$ cat src/core_consts.svh
`ifndef CORE_CONSTS_SVH
`define CORE_CONSTS_SVH

// architectural register count.
`define RegNum 32

// width of a data word.
`define DataWidth 32

// width of a reorder-buffer tag.
`define NickWidth 3

// reorder-buffer entries, named by nicks 1 to 7.
`define RobDepth 7

`endif

$ cat src/isaPkg.sv
`include "core_consts.svh"

package isaPkg;

    // data and instruction word.
    typedef logic [`DataWidth-1:0] wordT;

    // architectural register name.
    typedef logic [$clog2(`RegNum)-1:0] regNameT;

    // alu operations of the supported subset.
    typedef enum logic [2:0] {
        aluAdd   = 3'd0,
        aluSub   = 3'd1,
        aluAnd   = 3'd2,
        aluOr    = 3'd3,
        aluXor   = 3'd4,
        aluSlt   = 3'd5,
        aluPassB = 3'd6
    } aluOpT;

    // rv32i opcodes used by the decoder.
    localparam logic [6:0] opcOp    = 7'b0110011;
    localparam logic [6:0] opcOpImm = 7'b0010011;
    localparam logic [6:0] opcLui   = 7'b0110111;

endpackage

$ cat src/robPkg.sv
`include "core_consts.svh"

package robPkg;

    // tag of the reorder-buffer entry that produces a value.
    typedef logic [`NickWidth-1:0] nickT;

    // value is committed in the register file.
    localparam nickT noNick = '0;

endpackage

$ cat src/instDecoder.sv
`timescale 1ns/1ps

module instDecoder (
    input  logic            clk,
    input  logic            rst,
    input  logic            instValid,
    input  isaPkg::wordT    instWord,
    output logic            decValid,
    output isaPkg::regNameT decRd,
    output isaPkg::regNameT decRs1,
    output isaPkg::regNameT decRs2,
    output isaPkg::aluOpT   decOp,
    output isaPkg::wordT    decImm,
    output logic            decUseImm
);

    logic            supported;
    isaPkg::aluOpT   op;
    isaPkg::wordT    imm;
    logic            useImm;
    isaPkg::regNameT rs1;
    isaPkg::regNameT rs2;

    always_comb begin
        logic [6:0] opcode;
        logic [2:0] funct3;
        logic [6:0] funct7;
        opcode    = instWord[6:0];
        funct3    = instWord[14:12];
        funct7    = instWord[31:25];
        supported = 1'b0;
        op        = isaPkg::aluAdd;
        useImm    = 1'b0;
        imm       = {{20{instWord[31]}}, instWord[31:20]};
        rs1       = instWord[19:15];
        rs2       = instWord[24:20];
        case (opcode)
            isaPkg::opcOp: begin
                supported = (funct7 == 7'b0000000) &&
                            (funct3 inside {3'b000, 3'b010, 3'b100, 3'b110, 3'b111});
                case (funct3)
                    3'b000: op = isaPkg::aluAdd;
                    3'b010: op = isaPkg::aluSlt;
                    3'b100: op = isaPkg::aluXor;
                    3'b110: op = isaPkg::aluOr;
                    default: op = isaPkg::aluAnd;
                endcase
                // sub is the only alternate funct7 kept.
                if (funct7 == 7'b0100000 && funct3 == 3'b000) begin
                    supported = 1'b1;
                    op        = isaPkg::aluSub;
                end
            end
            isaPkg::opcOpImm: begin
                supported = funct3 inside {3'b000, 3'b100, 3'b110, 3'b111};
                useImm    = 1'b1;
                rs2       = '0;
                case (funct3)
                    3'b000: op = isaPkg::aluAdd;
                    3'b100: op = isaPkg::aluXor;
                    3'b110: op = isaPkg::aluOr;
                    default: op = isaPkg::aluAnd;
                endcase
            end
            isaPkg::opcLui: begin
                supported = 1'b1;
                useImm    = 1'b1;
                op        = isaPkg::aluPassB;
                imm       = {instWord[31:12], 12'b0};
                rs1       = '0;
                rs2       = '0;
            end
            default: supported = 1'b0;
        endcase
    end

    always_ff @(posedge clk) begin
        if (rst) begin
            decValid <= 1'b0;
        end else begin
            decValid <= instValid && supported;
        end
        decRd     <= instWord[11:7];
        decRs1    <= rs1;
        decRs2    <= rs2;
        decOp     <= op;
        decImm    <= imm;
        decUseImm <= useImm;
    end

endmodule

$ cat src/regFile.sv
`timescale 1ns/1ps
`include "core_consts.svh"

module regFile (
    input  logic            clk,
    input  logic            rst,
    input  logic            decValid,
    input  isaPkg::regNameT decRd,
    input  isaPkg::regNameT decRs1,
    input  isaPkg::regNameT decRs2,
    input  robPkg::nickT    allocNick,
    output isaPkg::wordT    rs1Data,
    output isaPkg::wordT    rs2Data,
    output robPkg::nickT    rs1Nick,
    output robPkg::nickT    rs2Nick,
    input  logic            commitValid,
    input  isaPkg::regNameT commitReg,
    input  robPkg::nickT    commitNick,
    input  isaPkg::wordT    commitData
);

    isaPkg::wordT regData [`RegNum];
    robPkg::nickT regNick [`RegNum];

    // x0 reads as zero and is never renamed.
    assign rs1Data = (decRs1 == '0) ? '0 : regData[decRs1];
    assign rs2Data = (decRs2 == '0) ? '0 : regData[decRs2];
    assign rs1Nick = (decRs1 == '0) ? robPkg::noNick : regNick[decRs1];
    assign rs2Nick = (decRs2 == '0) ? robPkg::noNick : regNick[decRs2];

    always_ff @(posedge clk) begin
        if (rst) begin
            for (int i = 0; i < `RegNum; i++) begin
                regData[i] <= '0;
                regNick[i] <= robPkg::noNick;
            end
        end else begin
            if (commitValid && commitReg != '0) begin
                regData[commitReg] <= commitData;
                // a younger rename keeps its nick.
                if (regNick[commitReg] == commitNick) begin
                    regNick[commitReg] <= robPkg::noNick;
                end
            end
            // rename comes last so it wins over a same-cycle commit.
            if (decValid && decRd != '0) begin
                regNick[decRd] <= allocNick;
            end
        end
    end

endmodule

$ cat src/aluUnit.sv
`timescale 1ns/1ps

module aluUnit (
    input  logic          clk,
    input  logic          rst,
    input  logic          inValid,
    input  robPkg::nickT  inNick,
    input  isaPkg::wordT  opA,
    input  isaPkg::wordT  opB,
    input  isaPkg::aluOpT op,
    output logic          aluValid,
    output robPkg::nickT  aluNick,
    output isaPkg::wordT  aluResult
);

    isaPkg::wordT result;

    always_comb begin
        case (op)
            isaPkg::aluAdd:   result = opA + opB;
            isaPkg::aluSub:   result = opA - opB;
            isaPkg::aluAnd:   result = opA & opB;
            isaPkg::aluOr:    result = opA | opB;
            isaPkg::aluXor:   result = opA ^ opB;
            // signed compare.
            isaPkg::aluSlt:   result = {31'b0, $signed(opA) < $signed(opB)};
            isaPkg::aluPassB: result = opB;
            default:          result = '0;
        endcase
    end

    always_ff @(posedge clk) begin
        if (rst) begin
            aluValid <= 1'b0;
        end else begin
            aluValid <= inValid;
        end
        aluNick   <= inNick;
        aluResult <= result;
    end

endmodule

$ cat src/reorderBuffer.sv
`timescale 1ns/1ps
`include "core_consts.svh"

module reorderBuffer (
    input  logic            clk,
    input  logic            rst,
    input  logic            decValid,
    input  isaPkg::regNameT decRd,
    input  logic            decUseImm,
    input  isaPkg::wordT    decImm,
    input  isaPkg::wordT    rs1Data,
    input  isaPkg::wordT    rs2Data,
    input  robPkg::nickT    rs1Nick,
    input  robPkg::nickT    rs2Nick,
    output isaPkg::wordT    opA,
    output isaPkg::wordT    opB,
    output robPkg::nickT    allocNick,
    input  logic            aluValid,
    input  robPkg::nickT    aluNick,
    input  isaPkg::wordT    aluResult,
    input  logic            commitRdy,
    output logic            commitValid,
    output isaPkg::regNameT commitReg,
    output robPkg::nickT    commitNick,
    output isaPkg::wordT    commitData,
    output logic            instReady
);

    isaPkg::regNameT entryRd   [1:`RobDepth];
    isaPkg::wordT    entryData [1:`RobDepth];
    logic            entryDone [1:`RobDepth];

    robPkg::nickT         head;
    robPkg::nickT         tail;
    logic [`NickWidth:0]  freeCount;
    logic                 canCommit;

    isaPkg::wordT robRs1Data;
    isaPkg::wordT robRs2Data;
    logic         robRs1Hit;
    logic         robRs2Hit;

    function automatic robPkg::nickT nextPtr(input robPkg::nickT ptr);
        return (ptr == robPkg::nickT'(`RobDepth)) ? robPkg::nickT'(1) : ptr + 1'b1;
    endfunction

    // hit flag on top of the forwarded value.
    function automatic logic [`DataWidth:0] lookup(input robPkg::nickT nick);
        logic [`DataWidth:0] res;
        res = '0;
        if (nick != robPkg::noNick) begin
            if (aluValid && aluNick == nick) begin
                res = {1'b1, aluResult};
            end else if (entryDone[nick]) begin
                res = {1'b1, entryData[nick]};
            end
        end
        return res;
    endfunction

    always_comb begin
        {robRs1Hit, robRs1Data} = lookup(rs1Nick);
        {robRs2Hit, robRs2Data} = lookup(rs2Nick);
    end

    assign opA = (rs1Nick == robPkg::noNick) ? rs1Data : robRs1Data;
    assign opB = decUseImm ? decImm :
                 (rs2Nick == robPkg::noNick) ? rs2Data : robRs2Data;

    assign allocNick = tail;
    assign instReady = freeCount >= 3;

    // done flags outlive commit until the register file write lands.
    assign canCommit = commitRdy && (freeCount != `RobDepth) && entryDone[head];

    always_ff @(posedge clk) begin
        if (rst) begin
            head        <= robPkg::nickT'(1);
            tail        <= robPkg::nickT'(1);
            freeCount   <= `RobDepth;
            commitValid <= 1'b0;
            for (int i = 1; i <= `RobDepth; i++) begin
                entryDone[i] <= 1'b0;
            end
        end else begin
            if (aluValid) begin
                entryDone[aluNick] <= 1'b1;
            end
            if (decValid) begin
                entryDone[tail] <= 1'b0;
                tail            <= nextPtr(tail);
            end
            if (canCommit) begin
                head <= nextPtr(head);
            end
            freeCount   <= freeCount - decValid + canCommit;
            commitValid <= canCommit;
        end
    end

    always_ff @(posedge clk) begin
        if (decValid) begin
            entryRd[tail] <= decRd;
        end
        if (aluValid) begin
            entryData[aluNick] <= aluResult;
        end
        commitReg  <= entryRd[head];
        commitNick <= head;
        commitData <= entryData[head];
    end

endmodule

$ cat src/renameCore.sv
`timescale 1ns/1ps

module renameCore (
    input  logic            clk,
    input  logic            rst,
    input  logic            instValid,
    input  isaPkg::wordT    instWord,
    input  logic            commitRdy,
    output logic            instReady,
    output logic            commitValid,
    output isaPkg::regNameT commitReg,
    output isaPkg::wordT    commitData
);

    logic            decValid;
    isaPkg::regNameT decRd;
    isaPkg::regNameT decRs1;
    isaPkg::regNameT decRs2;
    isaPkg::aluOpT   decOp;
    isaPkg::wordT    decImm;
    logic            decUseImm;

    isaPkg::wordT    rs1Data;
    isaPkg::wordT    rs2Data;
    robPkg::nickT    rs1Nick;
    robPkg::nickT    rs2Nick;

    isaPkg::wordT    opA;
    isaPkg::wordT    opB;
    robPkg::nickT    allocNick;

    logic            aluValid;
    robPkg::nickT    aluNick;
    isaPkg::wordT    aluResult;

    robPkg::nickT    commitNick;

    instDecoder u_instDecoder (
        .clk       (clk),
        .rst       (rst),
        .instValid (instValid),
        .instWord  (instWord),
        .decValid  (decValid),
        .decRd     (decRd),
        .decRs1    (decRs1),
        .decRs2    (decRs2),
        .decOp     (decOp),
        .decImm    (decImm),
        .decUseImm (decUseImm)
    );

    regFile u_regFile (
        .clk         (clk),
        .rst         (rst),
        .decValid    (decValid),
        .decRd       (decRd),
        .decRs1      (decRs1),
        .decRs2      (decRs2),
        .allocNick   (allocNick),
        .rs1Data     (rs1Data),
        .rs2Data     (rs2Data),
        .rs1Nick     (rs1Nick),
        .rs2Nick     (rs2Nick),
        .commitValid (commitValid),
        .commitReg   (commitReg),
        .commitNick  (commitNick),
        .commitData  (commitData)
    );

    aluUnit u_aluUnit (
        .clk       (clk),
        .rst       (rst),
        .inValid   (decValid),
        .inNick    (allocNick),
        .opA       (opA),
        .opB       (opB),
        .op        (decOp),
        .aluValid  (aluValid),
        .aluNick   (aluNick),
        .aluResult (aluResult)
    );

    reorderBuffer u_reorderBuffer (
        .clk         (clk),
        .rst         (rst),
        .decValid    (decValid),
        .decRd       (decRd),
        .decUseImm   (decUseImm),
        .decImm      (decImm),
        .rs1Data     (rs1Data),
        .rs2Data     (rs2Data),
        .rs1Nick     (rs1Nick),
        .rs2Nick     (rs2Nick),
        .opA         (opA),
        .opB         (opB),
        .allocNick   (allocNick),
        .aluValid    (aluValid),
        .aluNick     (aluNick),
        .aluResult   (aluResult),
        .commitRdy   (commitRdy),
        .commitValid (commitValid),
        .commitReg   (commitReg),
        .commitNick  (commitNick),
        .commitData  (commitData),
        .instReady   (instReady)
    );

endmodule

$ cat config.mk
export PLATFORM = sky130hd
export DESIGN_NAME = renameCore
export DESIGN_NICKNAME = d
export VERILOG_FILES = /design/src/isaPkg.sv /design/src/robPkg.sv /design/src/instDecoder.sv /design/src/regFile.sv /design/src/aluUnit.sv /design/src/reorderBuffer.sv /design/src/renameCore.sv
export VERILOG_INCLUDE_DIRS = /design/src
export SDC_FILE = /design/constraint.sdc
export NUM_CORES = 2
export LEC_CHECK = 0
export BUFFER_PORTS_ARGS = -buffer_cell sky130_fd_sc_hd__buf_2
export CELL_PAD_IN_SITES_DETAIL_PLACEMENT = 0
export CELL_PAD_IN_SITES_GLOBAL_PLACEMENT = 1
export CORE_MARGIN = 3
export CORE_UTILIZATION = 59
export CTS_CLUSTER_DIAMETER = 150
export CTS_CLUSTER_SIZE = 12
export DETAILED_ROUTE_END_ITERATION = 8
export PLACE_DENSITY_LB_ADDON = 0.2
export SETUP_SLACK_MARGIN = 0.02
export SLEW_MARGIN = 40
export SYNTH_ARGS = -nofsm -noshare
export SYNTH_HDL_FRONTEND = slang
export SYNTH_HIERARCHICAL = 1
export SYNTH_SLANG_ARGS = --single-unit
export TNS_END_PERCENT = 50
$ cat constraint.sdc
create_clock -name clk -period 11.6 [get_ports clk]
set_input_delay 1.16 -clock clk [delete_from_list [all_inputs] [get_ports clk]]
set_output_delay 1.16 -clock clk [all_outputs]
set_load 0.02 [all_outputs]
==> summary.txt <==
Clock tree
  • Hold Buf Count CTS: 0
  • Number of gates given a new drive strength after cts: 0
  • Root buffer cell: sky130_fd_sc_hd__clkbuf_16
  • Number of sinks handled by clock tree synthesis: between 1.5k and 2k
  • Worst-path clk slew: around 70 ps
  • CTS H-Tree Depth: 4
  • CTS buffer count: 145
  • Buffers from clock root to sink, at most: 3
  • Setup fix buffers added after clock tree synthesis: 0
  • Clock insertion delay at the later pin of the skew report: around 800 ps
  • CTS tree: built

Layout
  • Total Nets Final: 6302
  • Layout cells sized above 1: between 20% and 30%
  • Area delta synth->final: 7.707%
  • Number of standard cells in the layout, taps in and fillers out: 8134

Power and ir drop
  • Maximum vdd drop: 0.1268 mV
  • Leak Pwr: around 33 nW
  • Overall power after layout: 13.81 mW
  • Power per Cell Area: 148.3 mW/mm^2

Setup path
  • Worst setup EP type: register
  • Highest net fanout along the worst path: 39
  • Category of the most critical setup path: register to register
  • Slowest CP cell: sky130_fd_sc_hd__or4_2
  • Critical path cell sequence: buf_12 -> mux4_2 -> mux4_2 -> mux2i_1 -> nor2_4 -> buf_4 -> xor2_2 -> buf_4 -> nor4b_1 -> or4_2 -> buf_4 -> o211ai_2 -> inv_1 -> ha_1 -> nor4_1 -> nand3_1 -> nand3b_1 -> a21oi_1 -> o21ai_0 -> o31ai_1 -> a211oi_1 -> o311a_1 -> a22oi_1
  • Worst path most repeated cell: sky130_fd_sc_hd__buf_4
  • Crit path required time: approximately 12000 ps
  • Critical path data arrival time: 8980 ps
  • Crit start category: register
  • Crit path largest cell delay: 690 ps

Synthesis
  • Fraction of registers with async set or reset after synthesis: 0%
  • Main flop type after synthesis: sky130_fd_sc_hd__edfxtp_1
  • Average cell area after synthesis: 13.74 sq um
  • Number of warnings reported in the yosys synthesis log: 6
  • Seq/Total Area, Yosys: between 50% and 60%
  • Post-synthesis instance total: roughly 6.3k
  • Netlist Area Pre-Place: between 0.08 and 0.09 sq mm
  • Count of state elements after synthesis: 1529
  • Netlist cell types: 98
  • Number of enable flip-flop cells after synthesis: ~1.4k

Die
  • Number of top-level pins: 75
  • Core Box Area: about 0.14 sq mm
  • Die Y-Extent: 388.8 um
  • Die footprint: about 0.15 sq mm
  • Standard-cell row count: around 140
  • Die extent in x: 388.8 um
  • Initial core utilization: 59.83%

Timing
  • Setup Skew: 40.37 ps
  • Final cycle utilization of the critical path: slightly above 70%
  • Worst slew pin tran: ~950 ps
  • Hold violation total from the final report: 0
  • RSZ-0062 raised after global routing: false
  • Final number of max-transition violations: 0
  • Relative max-transition margin: a little over a third
  • Setup TNS: 0 ps
  • Max Clk Rate: about 120 MHz
  • Final critical-path required period: 8286 ps
  • PnR worst setup slack: approximately 3300 ps
  • Setup-violating endpoint count in the final report: 0

Placement
  • Port Buf Inserts: between 70 and 80
  • Number of cells in the design after placement: ~7.9k
  • DP HPWL: ~170000 um
  • Global placer's final weighted congestion: around 0.90
  • Place WS: 3532 ps

Min path
  • Kind of path behind the tightest hold check: primary input to register

Routing
  • Iteration count of the initial detailed-routing pass: 8
  • Via count of the routed design: around 58k
  • Detail-routed via count per cell: 7.152
  • Number of DRC violations after detailed routing: 0
  • Remaining antenna violation count after routing: 0
  • First-iteration detailed-routing DRC count: approximately 9.1k
  • Detailed-route wire length per cell: between 30 and 40 um
  • Final Routed Wirelength: about 280000 um

Global routing
  • Overall Global Routing Usage: between 30% and 40%
  • Total gr overflow: 0
  • Via count of the first global-routing pass: between 50k and 60k
  • Global-route wire length before repair: approximately 410000 um
  • Initial antenna violation count: 20
  • Maximum number of pins on one net before global-route repair: about 130

Status
  • Run status: finished clean

Job
  • Maxcap violations: 0
-- critical path, delay by kind of cell (launching register included) --
kind                     cells  cell delay, ps
AO/OA/AOI/OAI                7            2270
XOR/XNOR                     1             230
adder cells (fa/ha/maj)      1             460
buffers and inverters        5            1410
flip-flops                   1             600
multiplexers                 3            1370
AND/OR/NAND/NOR              6            1720
-- worst paths after layout --
kind	startpoint	to	slack (ps)	depth (start not counted)
setup reg to reg	u_instDecoder/decRs2[0]	u_aluUnit/aluResult[28]	3310	23
hold reg to reg	u_reorderBuffer/entryRd[1][4]	u_reorderBuffer/commitReg[4]	540	2
setup / recovery	u_instDecoder/decRs2[0]	u_aluUnit/aluResult[28]	3310	23
hold / removal	instWord[8]	u_instDecoder/decRd[1]	470	1
-- stage by stage --
step	hold WS (ps)	cell area (sq um)	util (%)
after global placement	517.6	88620	61.32
after floorplan	354.0	86590	-
after detailed placement	514.9	88810	61.45
after global routing	438.4	93100	64.42
final	468.0	93130	64.44
after CTS	436.5	92930	64.30
-- report_power, final --
group	internal, mW	total, mW	switching, mW
logic	1.06	2.77	1.71
registers	6.32	6.60	0.281
clock network	2.36	4.44	2.08
total	9.74	13.8	4.07
-- cells in the mapped netlist, types with 7 or more instances --
cell type | count | area share [%]
sky130_fd_sc_hd__xnor2_1 | 11 | 0.11
sky130_fd_sc_hd__buf_6 | 17 | 0.22
sky130_fd_sc_hd__nand3_1 | 22 | 0.13
sky130_fd_sc_hd__o21a_1 | 13 | 0.11
sky130_fd_sc_hd__a22oi_1 | 15 | 0.13
sky130_fd_sc_hd__a21o_1 | 33 | 0.29
sky130_fd_sc_hd__o211ai_2 | 30 | 0.43
sky130_fd_sc_hd__clkbuf_1 | 420 | 1.8
sky130_fd_sc_hd__o21ai_0 | 192 | 1.1
sky130_fd_sc_hd__nor3_1 | 34 | 0.20
sky130_fd_sc_hd__o211ai_1 | 11 | 0.096
sky130_fd_sc_hd__or2_2 | 41 | 0.30
sky130_fd_sc_hd__nor2b_1 | 40 | 0.29
sky130_fd_sc_hd__dfxtp_1 | 150 | 3.5
sky130_fd_sc_hd__nand4_1 | 9 | 0.065
sky130_fd_sc_hd__mux2_2 | 9 | 0.12
sky130_fd_sc_hd__nor2_1 | 323 | 1.4
sky130_fd_sc_hd__buf_2 | 96 | 0.56
sky130_fd_sc_hd__o31ai_2 | 30 | 0.43
sky130_fd_sc_hd__nand2_1 | 248 | 1.1
sky130_fd_sc_hd__nand2b_1 | 24 | 0.17
sky130_fd_sc_hd__buf_4 | 14 | 0.12
sky130_fd_sc_hd__o22ai_1 | 77 | 0.56
sky130_fd_sc_hd__mux2i_1 | 315 | 3.6
sky130_fd_sc_hd__mux4_2 | 774 | 20
sky130_fd_sc_hd__and3_1 | 18 | 0.13
sky130_fd_sc_hd__a221o_1 | 7 | 0.081
sky130_fd_sc_hd__a21oi_1 | 159 | 0.92
sky130_fd_sc_hd__ha_1 | 123 | 1.8
sky130_fd_sc_hd__buf_1 | 43 | 0.19
sky130_fd_sc_hd__or4_1 | 7 | 0.061
sky130_fd_sc_hd__nor4_1 | 48 | 0.35
sky130_fd_sc_hd__inv_1 | 205 | 0.89
sky130_fd_sc_hd__nand3b_1 | 8 | 0.069
sky130_fd_sc_hd__a211oi_1 | 75 | 0.65
sky130_fd_sc_hd__o21bai_1 | 13 | 0.11
sky130_fd_sc_hd__and2_1 | 1076 | 7.8
sky130_fd_sc_hd__o221ai_1 | 47 | 0.48
sky130_fd_sc_hd__edfxtp_1 | 1379 | 48
sky130_fd_sc_hd__o31ai_1 | 8 | 0.069
-- layer usage --
metal	vias to the layer above	track usage (%)	share of wire, %
li1	23610	-	-
met1	29270	52.35	36
met2	4481	55.89	44
met3	817	9.838	13
met4	0	19.44	6.1
met5	-	0	0
-- cells in the final DEF, fill, tap and decap left out, types with 24 or more instances in the layout --
master	instances
sky130_fd_sc_hd__a211oi_1	75
sky130_fd_sc_hd__a21o_1	33
sky130_fd_sc_hd__a21oi_1	159
sky130_fd_sc_hd__and2_1	1076
sky130_fd_sc_hd__buf_2	73
sky130_fd_sc_hd__buf_4	154
sky130_fd_sc_hd__clkbuf_1	63
sky130_fd_sc_hd__clkbuf_16	149
sky130_fd_sc_hd__conb_1	35
sky130_fd_sc_hd__dfxtp_1	119
sky130_fd_sc_hd__edfxtp_1	1379
sky130_fd_sc_hd__ha_1	123
sky130_fd_sc_hd__inv_1	205
sky130_fd_sc_hd__mux2i_1	313
sky130_fd_sc_hd__mux4_2	774
sky130_fd_sc_hd__nand2_1	248
sky130_fd_sc_hd__nand2b_1	24
sky130_fd_sc_hd__nor2_1	282
sky130_fd_sc_hd__nor2_4	41
sky130_fd_sc_hd__nor2b_1	40
sky130_fd_sc_hd__nor3_1	27
sky130_fd_sc_hd__nor4_1	48
sky130_fd_sc_hd__o211ai_2	30
sky130_fd_sc_hd__o21ai_0	192
sky130_fd_sc_hd__o221ai_1	47
sky130_fd_sc_hd__o22ai_1	77
sky130_fd_sc_hd__o31ai_2	30
sky130_fd_sc_hd__or2_2	37
-- state kept, by name (all words and copies together) (netlist names), 4 cells and up, named ones only --
name and cells:
u_reorderBuffer/commitReg 5, u_instDecoder/decImm 32, u_regFile/regData 1024, u_reorderBuffer/entryDone 8, u_aluUnit/aluResult 32, u_instDecoder/decRd 5, u_reorderBuffer/freeCount 4, u_reorderBuffer/entryRd 35
u_regFile/regNick 96, u_instDecoder/decRs2 5, u_reorderBuffer/commitData 32, u_instDecoder/decRs1 5, u_reorderBuffer/entryData 224
-- cell type report --
type | count | area (sq um)
antenna | 15 | 37.54
clock buffer | 212 | 3965
clock inverter | 11 | 153.9
fill | 10420 | 51400
inverter | 207 | 777.0
multi-input combinational | 4003 | 39310
sequential | 1529 | 44480
tap | 1903 | 2381
timing repair buffer | 254 | 2021
-- cell families (layout without fill, tap and decap cells) --
logic type               after synthesis  after routing  synth area share (%)
multiplexers                        1099           1099                 23.94
XOR/XNOR                              16             16                0.1708
adder cells (fa/ha/maj)              126            126                 1.849
buffers and inverters                797            684                 3.807
flip-flops                          1529           1529                 51.36
AND/OR/NAND/NOR                     1943           1943                 12.56
other                                  1             50              0.004337
AO/OA/AOI/OAI                        784            784                 6.308
Power figures use the tool's default switching activity.
